<file path="src/hw/config_rom.hex">
// One 16-bit configuration word per line, addresses 0 to 63 in order, word 63 balances the sum
FC00
F811
F422
F033
EC44
E855
E466
E077
DC88
D899
D4AA
D0BB
CCCC
C8DD
C4EE
C0FF
BD00
B911
B522
B133
AD44
A955
A566
A177
9D88
9999
95AA
91BB
8DCC
89DD
85EE
81FF
7E00
7A11
7622
7233
6E44
6A55
6666
6277
5E88
5A99
56AA
52BB
4ECC
4ADD
46EE
42FF
3F00
3B11
3722
3333
2F44
2B55
2766
2377
1F88
1B99
17AA
13BB
0FCC
0BDD
07EE
BED9

</file>
<file path="src/hw/eeprom_pkg.sv">
`default_nettype none

package eeprom_pkg;

	// Microwire EEPROM geometry, 93C46 style in 16-bit mode
	localparam int EE_ADDR_BITS = 6;
	localparam int EE_WORDS = 64;
	localparam int EE_WORD_BITS = 16;

	// Word address and data word
	typedef logic [EE_ADDR_BITS - 1:0] ee_addr_t;
	typedef logic [EE_WORD_BITS - 1:0] ee_word_t;

	// Two opcode bits following the start bit
	typedef enum logic [1:0] {
		EXT   = 2'b00,
		WRITE = 2'b01,
		READ  = 2'b10,
		ERASE = 2'b11
	} ee_opcode_e;

	// Command decoder states
	typedef enum logic [2:0] {
		IDLE,
		START,
		OPCODE,
		ADDR,
		READ_OUT
	} uw_state_e;

	// Decoder to ROM, one-cycle request
	typedef struct packed {
		logic     req;
		ee_addr_t addr;
	} rom_req_t;

	// ROM to shifter, one-cycle response
	typedef struct packed {
		logic     valid;
		ee_word_t data;
	} rom_rsp_t;

	// Decoder to shifter strobes
	typedef struct packed {
		logic shift;
		logic clear;
	} shift_ctl_t;

endpackage

`default_nettype wire

</file>
<file path="src/hw/nic_sys_pkg.sv">
`default_nettype none

package nic_sys_pkg;

	// Controller clocking and reset constants

	// Cycles of nic_clk the reset stays asserted
	// after the last cause goes away
	localparam int RST_HOLD_CYCLES = 64;

	// Flops in each asynchronous pin synchronizer
	localparam int SYNC_STAGES = 2;

	// Hold counter must reach RST_HOLD_CYCLES itself
	typedef logic [$clog2(RST_HOLD_CYCLES + 1) - 1:0] rst_cnt_t;

endpackage

`default_nettype wire
</file>
<file path="src/hw/nic_eeprom_top.sv">
`default_nettype none
`timescale 1ns/100ps

module nic_eeprom_top (
	input  logic nic_clk,
	input  logic ext_rst,
	input  logic clk_locked_i,
	input  logic reset_request_i,
	input  logic ee_sk_i,
	input  logic ee_cs_i,
	input  logic ee_di_i,
	output logic nic_rst_o,
	output logic ee_do_o
);

	import eeprom_pkg::*;

	logic       nic_rst;
	rom_req_t   rom_req;
	rom_rsp_t   rom_rsp;
	shift_ctl_t shift_ctl;
	logic       word_done;

	// Controller reset, also clears the EEPROM stages
	nic_reset_seq reset_seq_i (
		.nic_clk         (nic_clk),
		.ext_rst         (ext_rst),
		.clk_locked_i    (clk_locked_i),
		.reset_request_i (reset_request_i),
		.nic_rst_o       (nic_rst)
	);

	assign nic_rst_o = nic_rst;

	// Microwire command decode
	uwire_cmd_decode cmd_decode_i (
		.nic_clk     (nic_clk),
		.ext_rst     (ext_rst),
		.nic_rst_i   (nic_rst),
		.ee_sk_i     (ee_sk_i),
		.ee_cs_i     (ee_cs_i),
		.ee_di_i     (ee_di_i),
		.rom_req_o   (rom_req),
		.shift_ctl_o (shift_ctl),
		.word_done_i (word_done)
	);

	// Configuration words
	config_rom_read rom_read_i (
		.nic_clk   (nic_clk),
		.ext_rst   (ext_rst),
		.nic_rst_i (nic_rst),
		.rom_req_i (rom_req),
		.rom_rsp_o (rom_rsp)
	);

	// Serial data out on DO
	uwire_data_shift data_shift_i (
		.nic_clk     (nic_clk),
		.ext_rst     (ext_rst),
		.nic_rst_i   (nic_rst),
		.rom_rsp_i   (rom_rsp),
		.shift_ctl_i (shift_ctl),
		.word_done_o (word_done),
		.ee_do_o     (ee_do_o)
	);

endmodule

`default_nettype wire

</file>
<file path="src/hw/uwire_data_shift.sv">
`default_nettype none
`timescale 1ns/100ps

module uwire_data_shift (
	input  logic                   nic_clk,
	input  logic                   ext_rst,
	input  logic                   nic_rst_i,
	input  eeprom_pkg::rom_rsp_t   rom_rsp_i,
	input  eeprom_pkg::shift_ctl_t shift_ctl_i,
	output logic                   word_done_o,
	output logic                   ee_do_o
);

	import eeprom_pkg::*;

	ee_word_t                          shreg;
	ee_word_t                          pend_word;
	logic                              pend_full;
	logic                              first_word;
	logic [$clog2(EE_WORD_BITS):0]     bit_cnt;
	logic                              do_q;

	logic load_first;
	logic load_pend;
	logic shift_go;
	logic word_end;
	logic take_pend;
	logic shift_bit;

	// First word of a command gets the dummy bit
	assign load_first = rom_rsp_i.valid && first_word;
	// Later words queue behind the current one
	assign load_pend = rom_rsp_i.valid && !first_word;
	// Shifts before any word loaded are dropped
	assign shift_go = shift_ctl_i.shift && !first_word;
	assign word_end = (bit_cnt == EE_WORD_BITS);
	assign take_pend = shift_go && word_end && pend_full;
	assign shift_bit = shift_go && !word_end;

	// Word data
	always_ff @(posedge nic_clk) begin
		if (load_first)
			shreg <= rom_rsp_i.data;
		else if (take_pend)
			shreg <= {pend_word[EE_WORD_BITS - 2:0], 1'b0};
		else if (shift_bit)
			shreg <= {shreg[EE_WORD_BITS - 2:0], 1'b0};
		if (load_pend)
			pend_word <= rom_rsp_i.data;
	end

	always_ff @(posedge nic_clk or posedge ext_rst) begin
		if (ext_rst) begin
			pend_full <= 1'b0;
			first_word <= 1'b1;
			bit_cnt <= '0;
			do_q <= 1'b0;
			word_done_o <= 1'b0;
		end else if (nic_rst_i || shift_ctl_i.clear) begin
			pend_full <= 1'b0;
			first_word <= 1'b1;
			bit_cnt <= '0;
			do_q <= 1'b0;
			word_done_o <= 1'b0;
		end else begin
			// Pulse with the last bit of a word on DO
			word_done_o <= shift_bit && (bit_cnt == EE_WORD_BITS - 1);
			if (load_first) begin
				// Dummy zero ahead of D15
				first_word <= 1'b0;
				bit_cnt <= '0;
				do_q <= 1'b0;
			end else if (take_pend) begin
				// MSB of the queued word, no dummy
				do_q <= pend_word[EE_WORD_BITS - 1];
				bit_cnt <= 1'b1;
				pend_full <= 1'b0;
			end else if (shift_bit) begin
				do_q <= shreg[EE_WORD_BITS - 1];
				bit_cnt <= bit_cnt + 1'b1;
			end else if (shift_go) begin
				// Ran out of words
				do_q <= 1'b0;
			end
			if (load_pend)
				pend_full <= 1'b1;
		end
	end

	assign ee_do_o = do_q;

	// Decoder never runs more than one word ahead
	a_no_pend_overrun: assert property (
		@(posedge nic_clk) disable iff (ext_rst)
		rom_rsp_i.valid |-> !pend_full
	);

endmodule

`default_nettype wire

</file>
<file path="src/hw/config_rom_read.sv">
`default_nettype none
`timescale 1ns/100ps

module config_rom_read (
	input  logic                 nic_clk,
	input  logic                 ext_rst,
	input  logic                 nic_rst_i,
	input  eeprom_pkg::rom_req_t rom_req_i,
	output eeprom_pkg::rom_rsp_t rom_rsp_o
);

	import eeprom_pkg::*;

	// Configuration image, MAC address and controller defaults
	ee_word_t rom_mem [EE_WORDS];
	ee_word_t rd_data;
	logic     rd_valid;

	initial begin
		$readmemh("/design/src/hw/config_rom.hex", rom_mem);
	end

	// Data path
	always_ff @(posedge nic_clk) begin
		if (rom_req_i.req)
			rd_data <= rom_mem[rom_req_i.addr];
	end

	// Valid strobe trails the request by one cycle
	always_ff @(posedge nic_clk or posedge ext_rst) begin
		if (ext_rst)
			rd_valid <= 1'b0;
		else if (nic_rst_i)
			rd_valid <= 1'b0;
		else
			rd_valid <= rom_req_i.req;
	end

	assign rom_rsp_o.valid = rd_valid;
	assign rom_rsp_o.data = rd_data;

	// Fixed one-cycle latency between decoder and shifter
	a_rsp_latency: assert property (
		@(posedge nic_clk) disable iff (ext_rst)
		rom_rsp_o.valid == $past(rom_req_i.req && !nic_rst_i)
	);

endmodule

`default_nettype wire

</file>
<file path="src/hw/uwire_cmd_decode.sv">
`default_nettype none
`timescale 1ns/100ps

module uwire_cmd_decode (
	input  logic                   nic_clk,
	input  logic                   ext_rst,
	input  logic                   nic_rst_i,
	input  logic                   ee_sk_i,
	input  logic                   ee_cs_i,
	input  logic                   ee_di_i,
	output eeprom_pkg::rom_req_t   rom_req_o,
	output eeprom_pkg::shift_ctl_t shift_ctl_o,
	input  logic                   word_done_i
);

	import nic_sys_pkg::*;
	import eeprom_pkg::*;

	// Pins sampled together, {sk, cs, di} per stage
	logic [SYNC_STAGES - 1:0][2:0] pin_sync;
	logic [2:0]                    pin_s;
	logic                          sk_s;
	logic                          cs_s;
	logic                          di_s;
	logic                          sk_q;
	logic                          cs_q;
	logic                          sk_rise;
	logic                          cs_rise;
	logic                          cs_fall;

	uw_state_e                        state;
	logic [$clog2(EE_ADDR_BITS) - 1:0] bit_cnt;
	logic                             op_msb;
	ee_opcode_e                       opcode;
	ee_addr_t                         addr;
	logic                             req_q;

	// Synchronizer chain and edge history
	always_ff @(posedge nic_clk or posedge ext_rst) begin
		if (ext_rst) begin
			pin_sync <= '0;
			sk_q <= 1'b0;
			cs_q <= 1'b0;
		end else begin
			pin_sync <= {pin_sync[SYNC_STAGES - 2:0], {ee_sk_i, ee_cs_i, ee_di_i}};
			sk_q <= sk_s;
			cs_q <= cs_s;
		end
	end

	assign pin_s = pin_sync[SYNC_STAGES - 1];
	assign sk_s = pin_s[2];
	assign cs_s = pin_s[1];
	assign di_s = pin_s[0];

	// One-cycle edge events
	assign sk_rise = sk_s && !sk_q;
	assign cs_rise = cs_s && !cs_q;
	assign cs_fall = !cs_s && cs_q;

	// Opcode as seen when its second bit arrives
	assign opcode = ee_opcode_e'({op_msb, di_s});

	always_ff @(posedge nic_clk or posedge ext_rst) begin
		if (ext_rst) begin
			state <= IDLE;
			bit_cnt <= '0;
			op_msb <= 1'b0;
			addr <= '0;
			req_q <= 1'b0;
			shift_ctl_o <= '0;
		end else if (nic_rst_i) begin
			state <= IDLE;
			bit_cnt <= '0;
			op_msb <= 1'b0;
			addr <= '0;
			req_q <= 1'b0;
			shift_ctl_o <= '0;
		end else begin
			// Strobes default low
			req_q <= 1'b0;
			shift_ctl_o.shift <= 1'b0;
			shift_ctl_o.clear <= cs_fall;
			// Deselect aborts any command
			if (cs_fall) begin
				state <= IDLE;
			end else begin
				case (state)
					// Wait for a fresh select
					IDLE: begin
						if (cs_rise)
							state <= START;
					end
					// Leading zeros skipped until the start bit
					START: begin
						if (sk_rise && di_s) begin
							state <= OPCODE;
							bit_cnt <= '0;
						end
					end
					OPCODE: begin
						if (sk_rise) begin
							if (bit_cnt == 0) begin
								op_msb <= di_s;
								bit_cnt <= 1'b1;
							end else if (opcode == READ) begin
								state <= ADDR;
								bit_cnt <= '0;
							end else begin
								// Write, erase and extended ops ignored
								state <= IDLE;
							end
						end
					end
					// Address MSB first
					ADDR: begin
						if (sk_rise) begin
							addr <= {addr[EE_ADDR_BITS - 2:0], di_s};
							if (bit_cnt == EE_ADDR_BITS - 1) begin
								state <= READ_OUT;
								req_q <= 1'b1;
							end else begin
								bit_cnt <= bit_cnt + 1'b1;
							end
						end
					end
					READ_OUT: begin
						shift_ctl_o.shift <= sk_rise;
						// Sequential read, wraps 63 to 0
						if (word_done_i && cs_s) begin
							addr <= addr + 1'b1;
							req_q <= 1'b1;
						end
					end
					default: state <= IDLE;
				endcase
			end
		end
	end

	// Address register already holds the requested word
	assign rom_req_o.req = req_q;
	assign rom_req_o.addr = addr;

	// Requests only come from a READ in progress
	a_req_in_read: assert property (
		@(posedge nic_clk) disable iff (ext_rst)
		rom_req_o.req |-> (state inside {ADDR, READ_OUT})
	);

endmodule

`default_nettype wire

</file>
<file path="src/hw/nic_reset_seq.sv">
`default_nettype none
`timescale 1ns/100ps

module nic_reset_seq (
	input  logic nic_clk,
	input  logic ext_rst,
	input  logic clk_locked_i,
	input  logic reset_request_i,
	output logic nic_rst_o
);

	import nic_sys_pkg::*;

	rst_cnt_t hold_cnt;
	rst_cnt_t hold_cnt_nxt;
	logic     rst_cause;

	// Any cause restarts the hold period
	assign rst_cause = reset_request_i || !clk_locked_i;

	// Count saturates at the hold length
	always_comb begin
		if (rst_cause)
			hold_cnt_nxt = '0;
		else if (hold_cnt < RST_HOLD_CYCLES)
			hold_cnt_nxt = hold_cnt + 1'b1;
		else
			hold_cnt_nxt = hold_cnt;
	end

	// Reset output registered from the next count
	// so it drops on the final counting edge
	always_ff @(posedge nic_clk or posedge ext_rst) begin
		if (ext_rst) begin
			hold_cnt <= '0;
			nic_rst_o <= 1'b1;
		end else begin
			hold_cnt <= hold_cnt_nxt;
			nic_rst_o <= (hold_cnt_nxt < RST_HOLD_CYCLES);
		end
	end

	// Controller request always reasserts reset next cycle
	a_req_asserts_rst: assert property (
		@(posedge nic_clk) disable iff (ext_rst)
		reset_request_i |=> nic_rst_o
	);

endmodule

`default_nettype wire

</file>
<file path="config.mk">
export PLATFORM = sky130hd
export DESIGN_NAME = nic_eeprom_top
export DESIGN_NICKNAME = d
export VERILOG_FILES = /design/src/hw/eeprom_pkg.sv /design/src/hw/nic_sys_pkg.sv /design/src/hw/nic_eeprom_top.sv /design/src/hw/uwire_data_shift.sv /design/src/hw/config_rom_read.sv /design/src/hw/uwire_cmd_decode.sv /design/src/hw/nic_reset_seq.sv
export SDC_FILE = /design/constraint.sdc
export NUM_CORES = 1
export LEC_CHECK = 0
export ABC_AREA = 1
export BUFFER_PORTS_ARGS = -buffer_cell sky130_fd_sc_hd__buf_2
export CAP_MARGIN = 20
export CORE_AREA = 4 4 41 43
export DETAILED_ROUTE_END_ITERATION = 10
export DIE_AREA = 0 0 45 47
export REMOVE_ABC_BUFFERS = 1
export SKIP_LAST_GASP = 1
export SLEW_MARGIN = 20
export SYNTH_ARGS = -nofsm -noshare
export SYNTH_HDL_FRONTEND = slang
export SYNTH_SLANG_ARGS = --single-unit
</file>
<file path="constraint.sdc">
create_clock -name nic_clk -period 1.09 [get_ports nic_clk]
set_input_delay 0.1635 -clock nic_clk [delete_from_list [all_inputs] [get_ports nic_clk]]
set_output_delay 0.1635 -clock nic_clk [all_outputs]
set_load 0.05 [all_outputs]
</file>
==> summary.txt, run 1 <==
Worst setup path
  • Nature of the critical path startpoint: flop
  • Count of buffer and inverter cells on the critical path: 1
  • Destination of the worst register-to-register timing path: reset_seq_i.hold_cnt[4]
  • Delay-heaviest family, CP: flip-flops
  • Data arrival time at the worst-slack endpoint: 0.94 ns
  • Launch point of the worst reg-to-reg path: reset_seq_i.hold_cnt[1]
  • Largest fanout on the critical path: 1
  • Required time reported for the critical path endpoint: 0.93 ns
  • Worst Reg-to-Reg Cells: 6
  • Worst setup startpoint: reset_seq_i.nic_rst_o
  • CP Cell Sequence: buf_8
  • End point of the critical path: nic_rst_o
  • Slowest cell delay on critical path: 0.55 ns
  • R2R setup slack: 0.09 ns
  • Critical path's slowest cell: dfstp_2
  • Type of the worst setup path: reg -> out
  • Logic depth of the worst setup path including buffers: 1
  • Critical path capture point type: output port

Synthesis
  • Unique masters post-synth: 17
  • Async set or reset register ratio after synthesis: 100%
  • Synth top area share: 42.4%
  • Multiplexer share of the synthesized area: 0%
  • Most used flip-flop cell after synthesis: dfrtp_1
  • Synthesized area divided by synthesized cell count: 8.26 um2
  • Number of instances in the synthesized netlist: 50
  • Synthesized-area fraction occupied by ao, oa, aoi and oai cells: 7.88%
  • Arithmetic-cell share of the synthesized area counting full adders, half adders and majority gates: 3.03%
  • Leading cell types by count after synthesis: 11 x nand2_1, 7 x dfrtp_1, 6 x nor2_1, 5 x inv_1, 4 x nand3_1
  • Sequential fraction of the synthesis area: 48.8%
  • Library cell with the highest instance count after synthesis: nand2_1
  • Yosys reg bits: 8
  • Warning count from the yosys run: 0
  • Post-synthesis simple-gate area fraction: 31.2%
  • Combinational family with the most area after synthesis: simple AND/OR/NAND/NOR gates
  • Post-synth EDFFs: 0
  • Cells taking the most area after synthesis: dfrtp_1 42%, nand2_1 10%, dfstp_2 6.4%, nor2_1 5.5%, nor2_4 5.5%
  • Synth area leader: dfrtp_1
  • Netlist Area Pre-Place: 413 um2
  • Post-synthesis xor/xnor area fraction: 0%

STA
  • Unrepaired setup endpoints after global routing: true
  • Min Tclk post-route: 1.11 ns
  • Maximum clock rate: 903 MHz
  • Final Slew Violations: 0
  • Hold slack final: 0.185 ns
  • Share of the clock period used by the worst path: 102%
  • Count of endpoints failing hold in the final timing report: 0
  • Clock skew after layout: 0.00822 ns
  • Total negative slack for setup checks: -0.0172 ns
  • Worst setup margin: -0.0172 ns
  • Setup-violating endpoint count in the final report: 1

GRT
  • Leftover overflow at the end of global routing: 0
  • First-pass GRT wire length: 1.32 mm
  • Initial antenna violation count: 0
  • Pin count of the biggest net entering global routing: 9
  • GRT Overall Usage: 9.19%
  • Via count of the first global-routing pass: 325

Route
  • Routed wire length per instance: 10.2 um
  • First drt pass iteration count: 1
  • Detailed-route wire length: 752 um
  • Initial DRC count: 0
  • Vias: 333
  • Remaining DRCs: 0
  • Final ANT Viol Nets: 0
  • Per-cell via count in the routed design: 4.50

Pwr
  • Ratio of total power to cell area: 1190 nW/um2
  • Worst-case vdd ir drop: 0.000689 V
  • Leak pwr: 0.235 nW

Placement
  • Port Buf Inserts: 4
  • Setup slack after placement: 0.0589 ns
  • Half-perimeter wire length of the detailed placement result: 496 um
  • Placer Congestion: 0.763

Outcome
  • Outcome: complete, but fails checks
  • Violated checks: negative setup slack

Cells and area
  • Diodes inserted: 0
  • Util after Layout: 38.5%
  • Area added between synthesis and finish: 21.2%
  • Fraction of final layout cells with drive strength greater than 1: 28.8%
  • Count of nets after finishing: 68

Floorplan
  • Boundary pin count: 9
  • Core Rows: 13
  • Effective utilization at floorplan: 31.7%
  • Floorplan die height: 47 um
  • Core Box Area: 1300 um2
  • Area enclosed by the die boundary: 2120 um2
  • Horiz. Die Dim: 45 um

CTS
  • Clock-pin slew reported for the worst setup and hold paths after clock tree synthesis: 0.06 ns
  • Number of buffers created by CTS: 3
  • TritonCTS clock tree: yes
  • Clock buffer depth: 2
  • Number of sinks driven by the clock tree: 8
  • Clock root buffer master: clkbuf_4
  • Clock latency at the later pin of the worst-skew pair: 0.26 ns
  • Number of H-tree branching levels: 1

Flow run
  • Max cap viols: 0

Hold path
  • Tightest Hold Check Type: in -> reg
==> area by class of cell <==
cell class,count,area [um2]
Sequential cell,8,201
Timing Repair Buffer,6,47.5
Inverter,7,26.3
Fill cell,141,801
Clock buffer,4,26.3
Multi-Input combinational cell,34,180
Tap cell,15,18.8
==> where the power goes <==
part,internal (mW),switching (mW),total (mW)
Clock,0.140,0.106,0.246
Sequential,0.301,0.00252,0.303
Combinational,0.0154,0.0297,0.0451
==> layout by cell type (no fill, tap or decap), drive strengths merged, types with 2 or more instances in the layout <==
| master | count |
|---|---|
| a21oi | 3 |
| clkbuf | 4 |
| inv | 7 |
| buf | 5 |
| dfrtp | 7 |
| nor2 | 9 |
| nand3 | 5 |
| o21ai | 2 |
| nand2 | 12 |
==> worst min-delay path by stage <==
stage                     from                      end  slack [ns]  cells after the start
6_report       reset_request_i  reset_seq_i.hold_cnt[5]        0.19                      4
5_1_grt        reset_request_i  reset_seq_i.hold_cnt[3]        0.19                      4
4_1_cts        reset_request_i  reset_seq_i.hold_cnt[5]        0.17                      4
3_5_place_dp           ext_rst  reset_seq_i.hold_cnt[6]        0.13                      2
3_3_place_gp           ext_rst  reset_seq_i.hold_cnt[6]        0.12                      2
2_1_floorplan          ext_rst  reset_seq_i.hold_cnt[0]       -0.02                      1
==> cells by family after synthesis <==
kind of cell,after synthesis
adders and majority gates,1
AOI/OAI and AO/OA,6
and+or+nand+nor,26
buffers and inverters,8
DFF,8
other,1
==> through the flow <==
step,cell area [um2],std cells,total power [mW]
5_1_grt,500,74,0.642
3_3_place_gp,444,68,0.349
6_report,500,74,0.594
2_1_floorplan,405,49,0.338
3_5_place_dp,444,68,0.350
4_1_cts,487,73,0.609
==> metal layers <==
metal | vias to the layer above | part of all wire [%] | global-route usage, %
li1 | 173 | - | -
met1 | 151 | 43 | 9.86
met2 | 7 | 52 | 13.8
met3 | 2 | 2.8 | 3.45
met4 | 0 | 1.7 | 8.77
met5 | - | 0 | 0
==> worst min-delay path, cell delays in order <==
cell     delay [ns]
buf_2          0.10
nor2_4         0.06
nand2_1        0.06
nor2_1         0.03
==> flip-flops by register name, indices dropped and copies added (netlist names) <==
name,flops
reset_seq_i.nic_rst_o,1
reset_seq_i.hold_cnt,7
==> what timing repair did <==
action,in CTS,in global routing
setup buffers,0,1
hold buffers,1,0
hold endpoints to repair,7,0
setup endpoints to repair,1,4
resized for setup,2,2
No activity file was read; power rests on OpenSTA's default activity.
==> run 2: changes to the inputs <==
--- a/config.mk
+++ b/config.mk
@@ -11,6 +11,7 @@
 export CORE_AREA = 4 4 41 43
 export DETAILED_ROUTE_END_ITERATION = 10
 export DIE_AREA = 0 0 45 47
+export PLACE_DENSITY = 0.55
 export REMOVE_ABC_BUFFERS = 1
 export SKIP_LAST_GASP = 1
 export SLEW_MARGIN = 20
==> run 2 against run 1 <==
Final area rose by 0.50%. The run now ends clean. Clock skew up 0.0034 ns. Non-clock buffer count shrank 1. Sequential share of layout area shrank 0.20 points. Clock-buffer cell count is the same. Highest routed layer unchanged. First-iteration DRC count up 3. Critical path depth stayed put. Global-route usage decreased by 0.087 points. Largest power group unchanged. Die area stayed put. Critical path type unchanged.
==> summary.txt, run 2 (synthesis results as in run 1) <==
Pwr
  • Ratio of total power to cell area: 1200 nW/um2 (+1.1%)
  • Total design power: 604 uW (+1.6%)
  • Leak pwr: 0.230 nW (-2.0%)
  • Worst-case vdd ir drop: 0.000634 V (-8.0%)

Worst setup path
  • Delay-heaviest family, CP: flip-flops
  • CP Cell Sequence: buf_8
  • Nature of the critical path startpoint: flop
  • Data arrival time at the worst-slack endpoint: 0.93 ns (about the same)
  • Largest fanout on the critical path: 1 (unchanged)
  • Count of buffer and inverter cells on the critical path: 1 (unchanged)
  • Type of the worst setup path: reg -> out
  • Required time reported for the critical path endpoint: 0.93 ns (about the same)
  • Critical path capture point type: output port
  • Critical path's slowest cell: dfstp_2
  • Slowest cell delay on critical path: 0.53 ns (-0.02 ns)

GRT
  • Pin count of the biggest net entering global routing: 9 (unchanged)
  • Initial antenna violation count: 0 (unchanged)
  • GRT Overall Usage: 9.10% (-0.087 points)
  • First-pass GRT wire length: 1.30 mm (-1.5%)
  • Leftover overflow at the end of global routing: 0 (unchanged)
  • Via count of the first global-routing pass: 332 (+2.2%)

Floorplan
  • Horiz. Die Dim: 45 um (unchanged)
  • Effective utilization at floorplan: 31.7% (unchanged)
  • Boundary pin count: 9 (unchanged)
  • Core Box Area: 1300 um2 (unchanged)
  • Floorplan die height: 47 um (unchanged)
  • Area enclosed by the die boundary: 2120 um2 (unchanged)
  • Core Rows: 13 (unchanged)

Cells and area
  • Largest register by flop count: reset_seq_i.hold_cnt
  • Count of nets after finishing: 67 (-1.5%)
  • Diodes inserted: 0 (unchanged)
  • Final standard cell count with taps included and fillers excluded: 73 (-1.4%)
  • Area added between synthesis and finish: 21.8%
  • Sequential Area: 201 um2 (unchanged)
  • Count of fill cells added during filler insertion: 132 (-6.4%)
  • Commonest non-fill, non-tap cells in the layout: 11 x nand2_1, 7 x dfrtp_1, 6 x nor2_1
  • Fraction of final layout cells with drive strength greater than 1: 27.6% (-1.2 points)
  • Most common cell after layout, fill and taps aside: nand2_1
  • Largest register FFs: 7 (unchanged)
  • Util after Layout: 38.7% (+0.19 points)
  • Footprint of the multi-input gates: 190 um2 (+5.6%)
  • Top flop regs: reset_seq_i.hold_cnt x7, reset_seq_i.nic_rst_o x1

STA
  • Total negative slack for setup checks: 0 ns (+0.0172 ns)
  • Setup-violating endpoint count in the final report: 0 (-1)
  • Clock skew after layout: 0.0116 ns (+0.00339 ns)
  • Unrepaired setup endpoints after global routing: true
  • Final Slew Violations: 0 (unchanged)
  • Count of endpoints failing hold in the final timing report: 0 (unchanged)
  • Share of the clock period used by the worst path: 99.9% (-1.7 points)
  • Min Tclk post-route: 1.09 ns (-0.0183 ns)
  • Maximum clock rate: 918 MHz (+1.7%)

CTS
  • Number of H-tree branching levels: 1 (unchanged)
  • Clock latency at the later pin of the worst-skew pair: 0.26 ns (about the same)
  • Number of buffers created by CTS: 3 (unchanged)
  • Clock-pin slew reported for the worst setup and hold paths after clock tree synthesis: 0.06 ns (about the same)
  • TritonCTS clock tree: yes
  • Number of sinks driven by the clock tree: 8 (unchanged)
  • Clock root buffer master: clkbuf_4
  • Clock buffer depth: 2 (unchanged)

Route
  • Vias: 334 (+0.30%)
  • Routed wire length per instance: 9.68 um (-4.7%)
  • Per-cell via count in the routed design: 4.58 (+1.7%)
  • First drt pass iteration count: 2 (+1)
  • Initial DRC count: 3 (+3)
  • Final ANT Viol Nets: 0 (unchanged)
  • Detailed-route wire length: 707 um (-6.0%)
  • Remaining DRCs: 0 (unchanged)

Placement
  • Placer Congestion: 0.762 (-0.14%)
  • Port Buf Inserts: 4 (unchanged)
  • Instance count after placement with tap cells included: 68 (unchanged)
  • Half-perimeter wire length of the detailed placement result: 494 um (-0.50%)

Flow run
  • Max cap viols: 0 (unchanged)

Outcome
  • Outcome: finished clean

Hold path
  • Tightest Hold Check Type: in -> reg
-- run 2: cell count changes in the layout (fill, tap and decap cells not counted) --
cell and change:
buf_4 -1, ha_2 -1, ha_4 +1
-- run 2: stage by stage --
step | instance area [um2] | worst slack [ns] | hold WS [ns]
3_3_place_gp | 444 | 0.0460 | 0.119
2_1_floorplan | 405 | 0.149 | -0.0216
3_5_place_dp | 444 | 0.0588 | 0.119
6_report | 503 | 0.00109 | 0.186
5_1_grt | 503 | -0.0303 | 0.198
4_1_cts | 490 | -0.00218 | 0.182
-- run 2: cell type report --
type	count	share of cell area (%)
inverters	7	5.22
multi-input cells	34	37.8
clock buffers	4	5.22
well taps	15	3.73
repair buffers	5	7.96
flip-flops and latches	8	40.0
-- run 2: path summary, 6_finish.rpt --
path	start	cells past startpoint	slack (ns)	endpoint
setup / recovery	reset_seq_i.nic_rst_o	1	0.001	nic_rst_o
hold reg to reg	reset_seq_i.hold_cnt[5]	2	0.57	reset_seq_i.hold_cnt[5]
min in group asynchronous	ext_rst	3	0.38	reset_seq_i.hold_cnt[2]
hold / removal	reset_request_i	4	0.19	reset_seq_i.hold_cnt[5]
max in group asynchronous	ext_rst	3	0.41	reset_seq_i.nic_rst_o
setup reg to reg	reset_seq_i.hold_cnt[1]	6	0.12	reset_seq_i.hold_cnt[4]
-- run 2: routing by layer --
| metal | up-vias | wire (um) | GRT usage, % | part of all wire [%] |
|---|---|---|---|---|
| li1 | 171 | - | - | - |
| met1 | 155 | 323 | 9.13 | 46 |
| met2 | 5 | 338 | 14.4 | 48 |
| met3 | 3 | 22 | 3.45 | 3.1 |
| met4 | 0 | 23 | 8.77 | 3.3 |
| met5 | - | 0 | 0 | 0 |
-- run 2: repair_timing --
| action | in CTS | in global routing |
|---|---|---|
| setup endpoints to repair | 1 | 3 |
| setup buffers | 0 | 0 |
| gates resized for setup | 3 | 2 |
| hold endpoints to repair | 7 | 0 |
| hold buffers | 1 | 0 |
-- run 2: where the power goes --
| group | internal, mW | switching [mW] | leakage, nW |
|---|---|---|---|
| registers | 0.301 | 0.00405 | 0.107 |
| clock network | 0.141 | 0.114 | 0.0150 |
| logic | 0.0147 | 0.0293 | 0.108 |
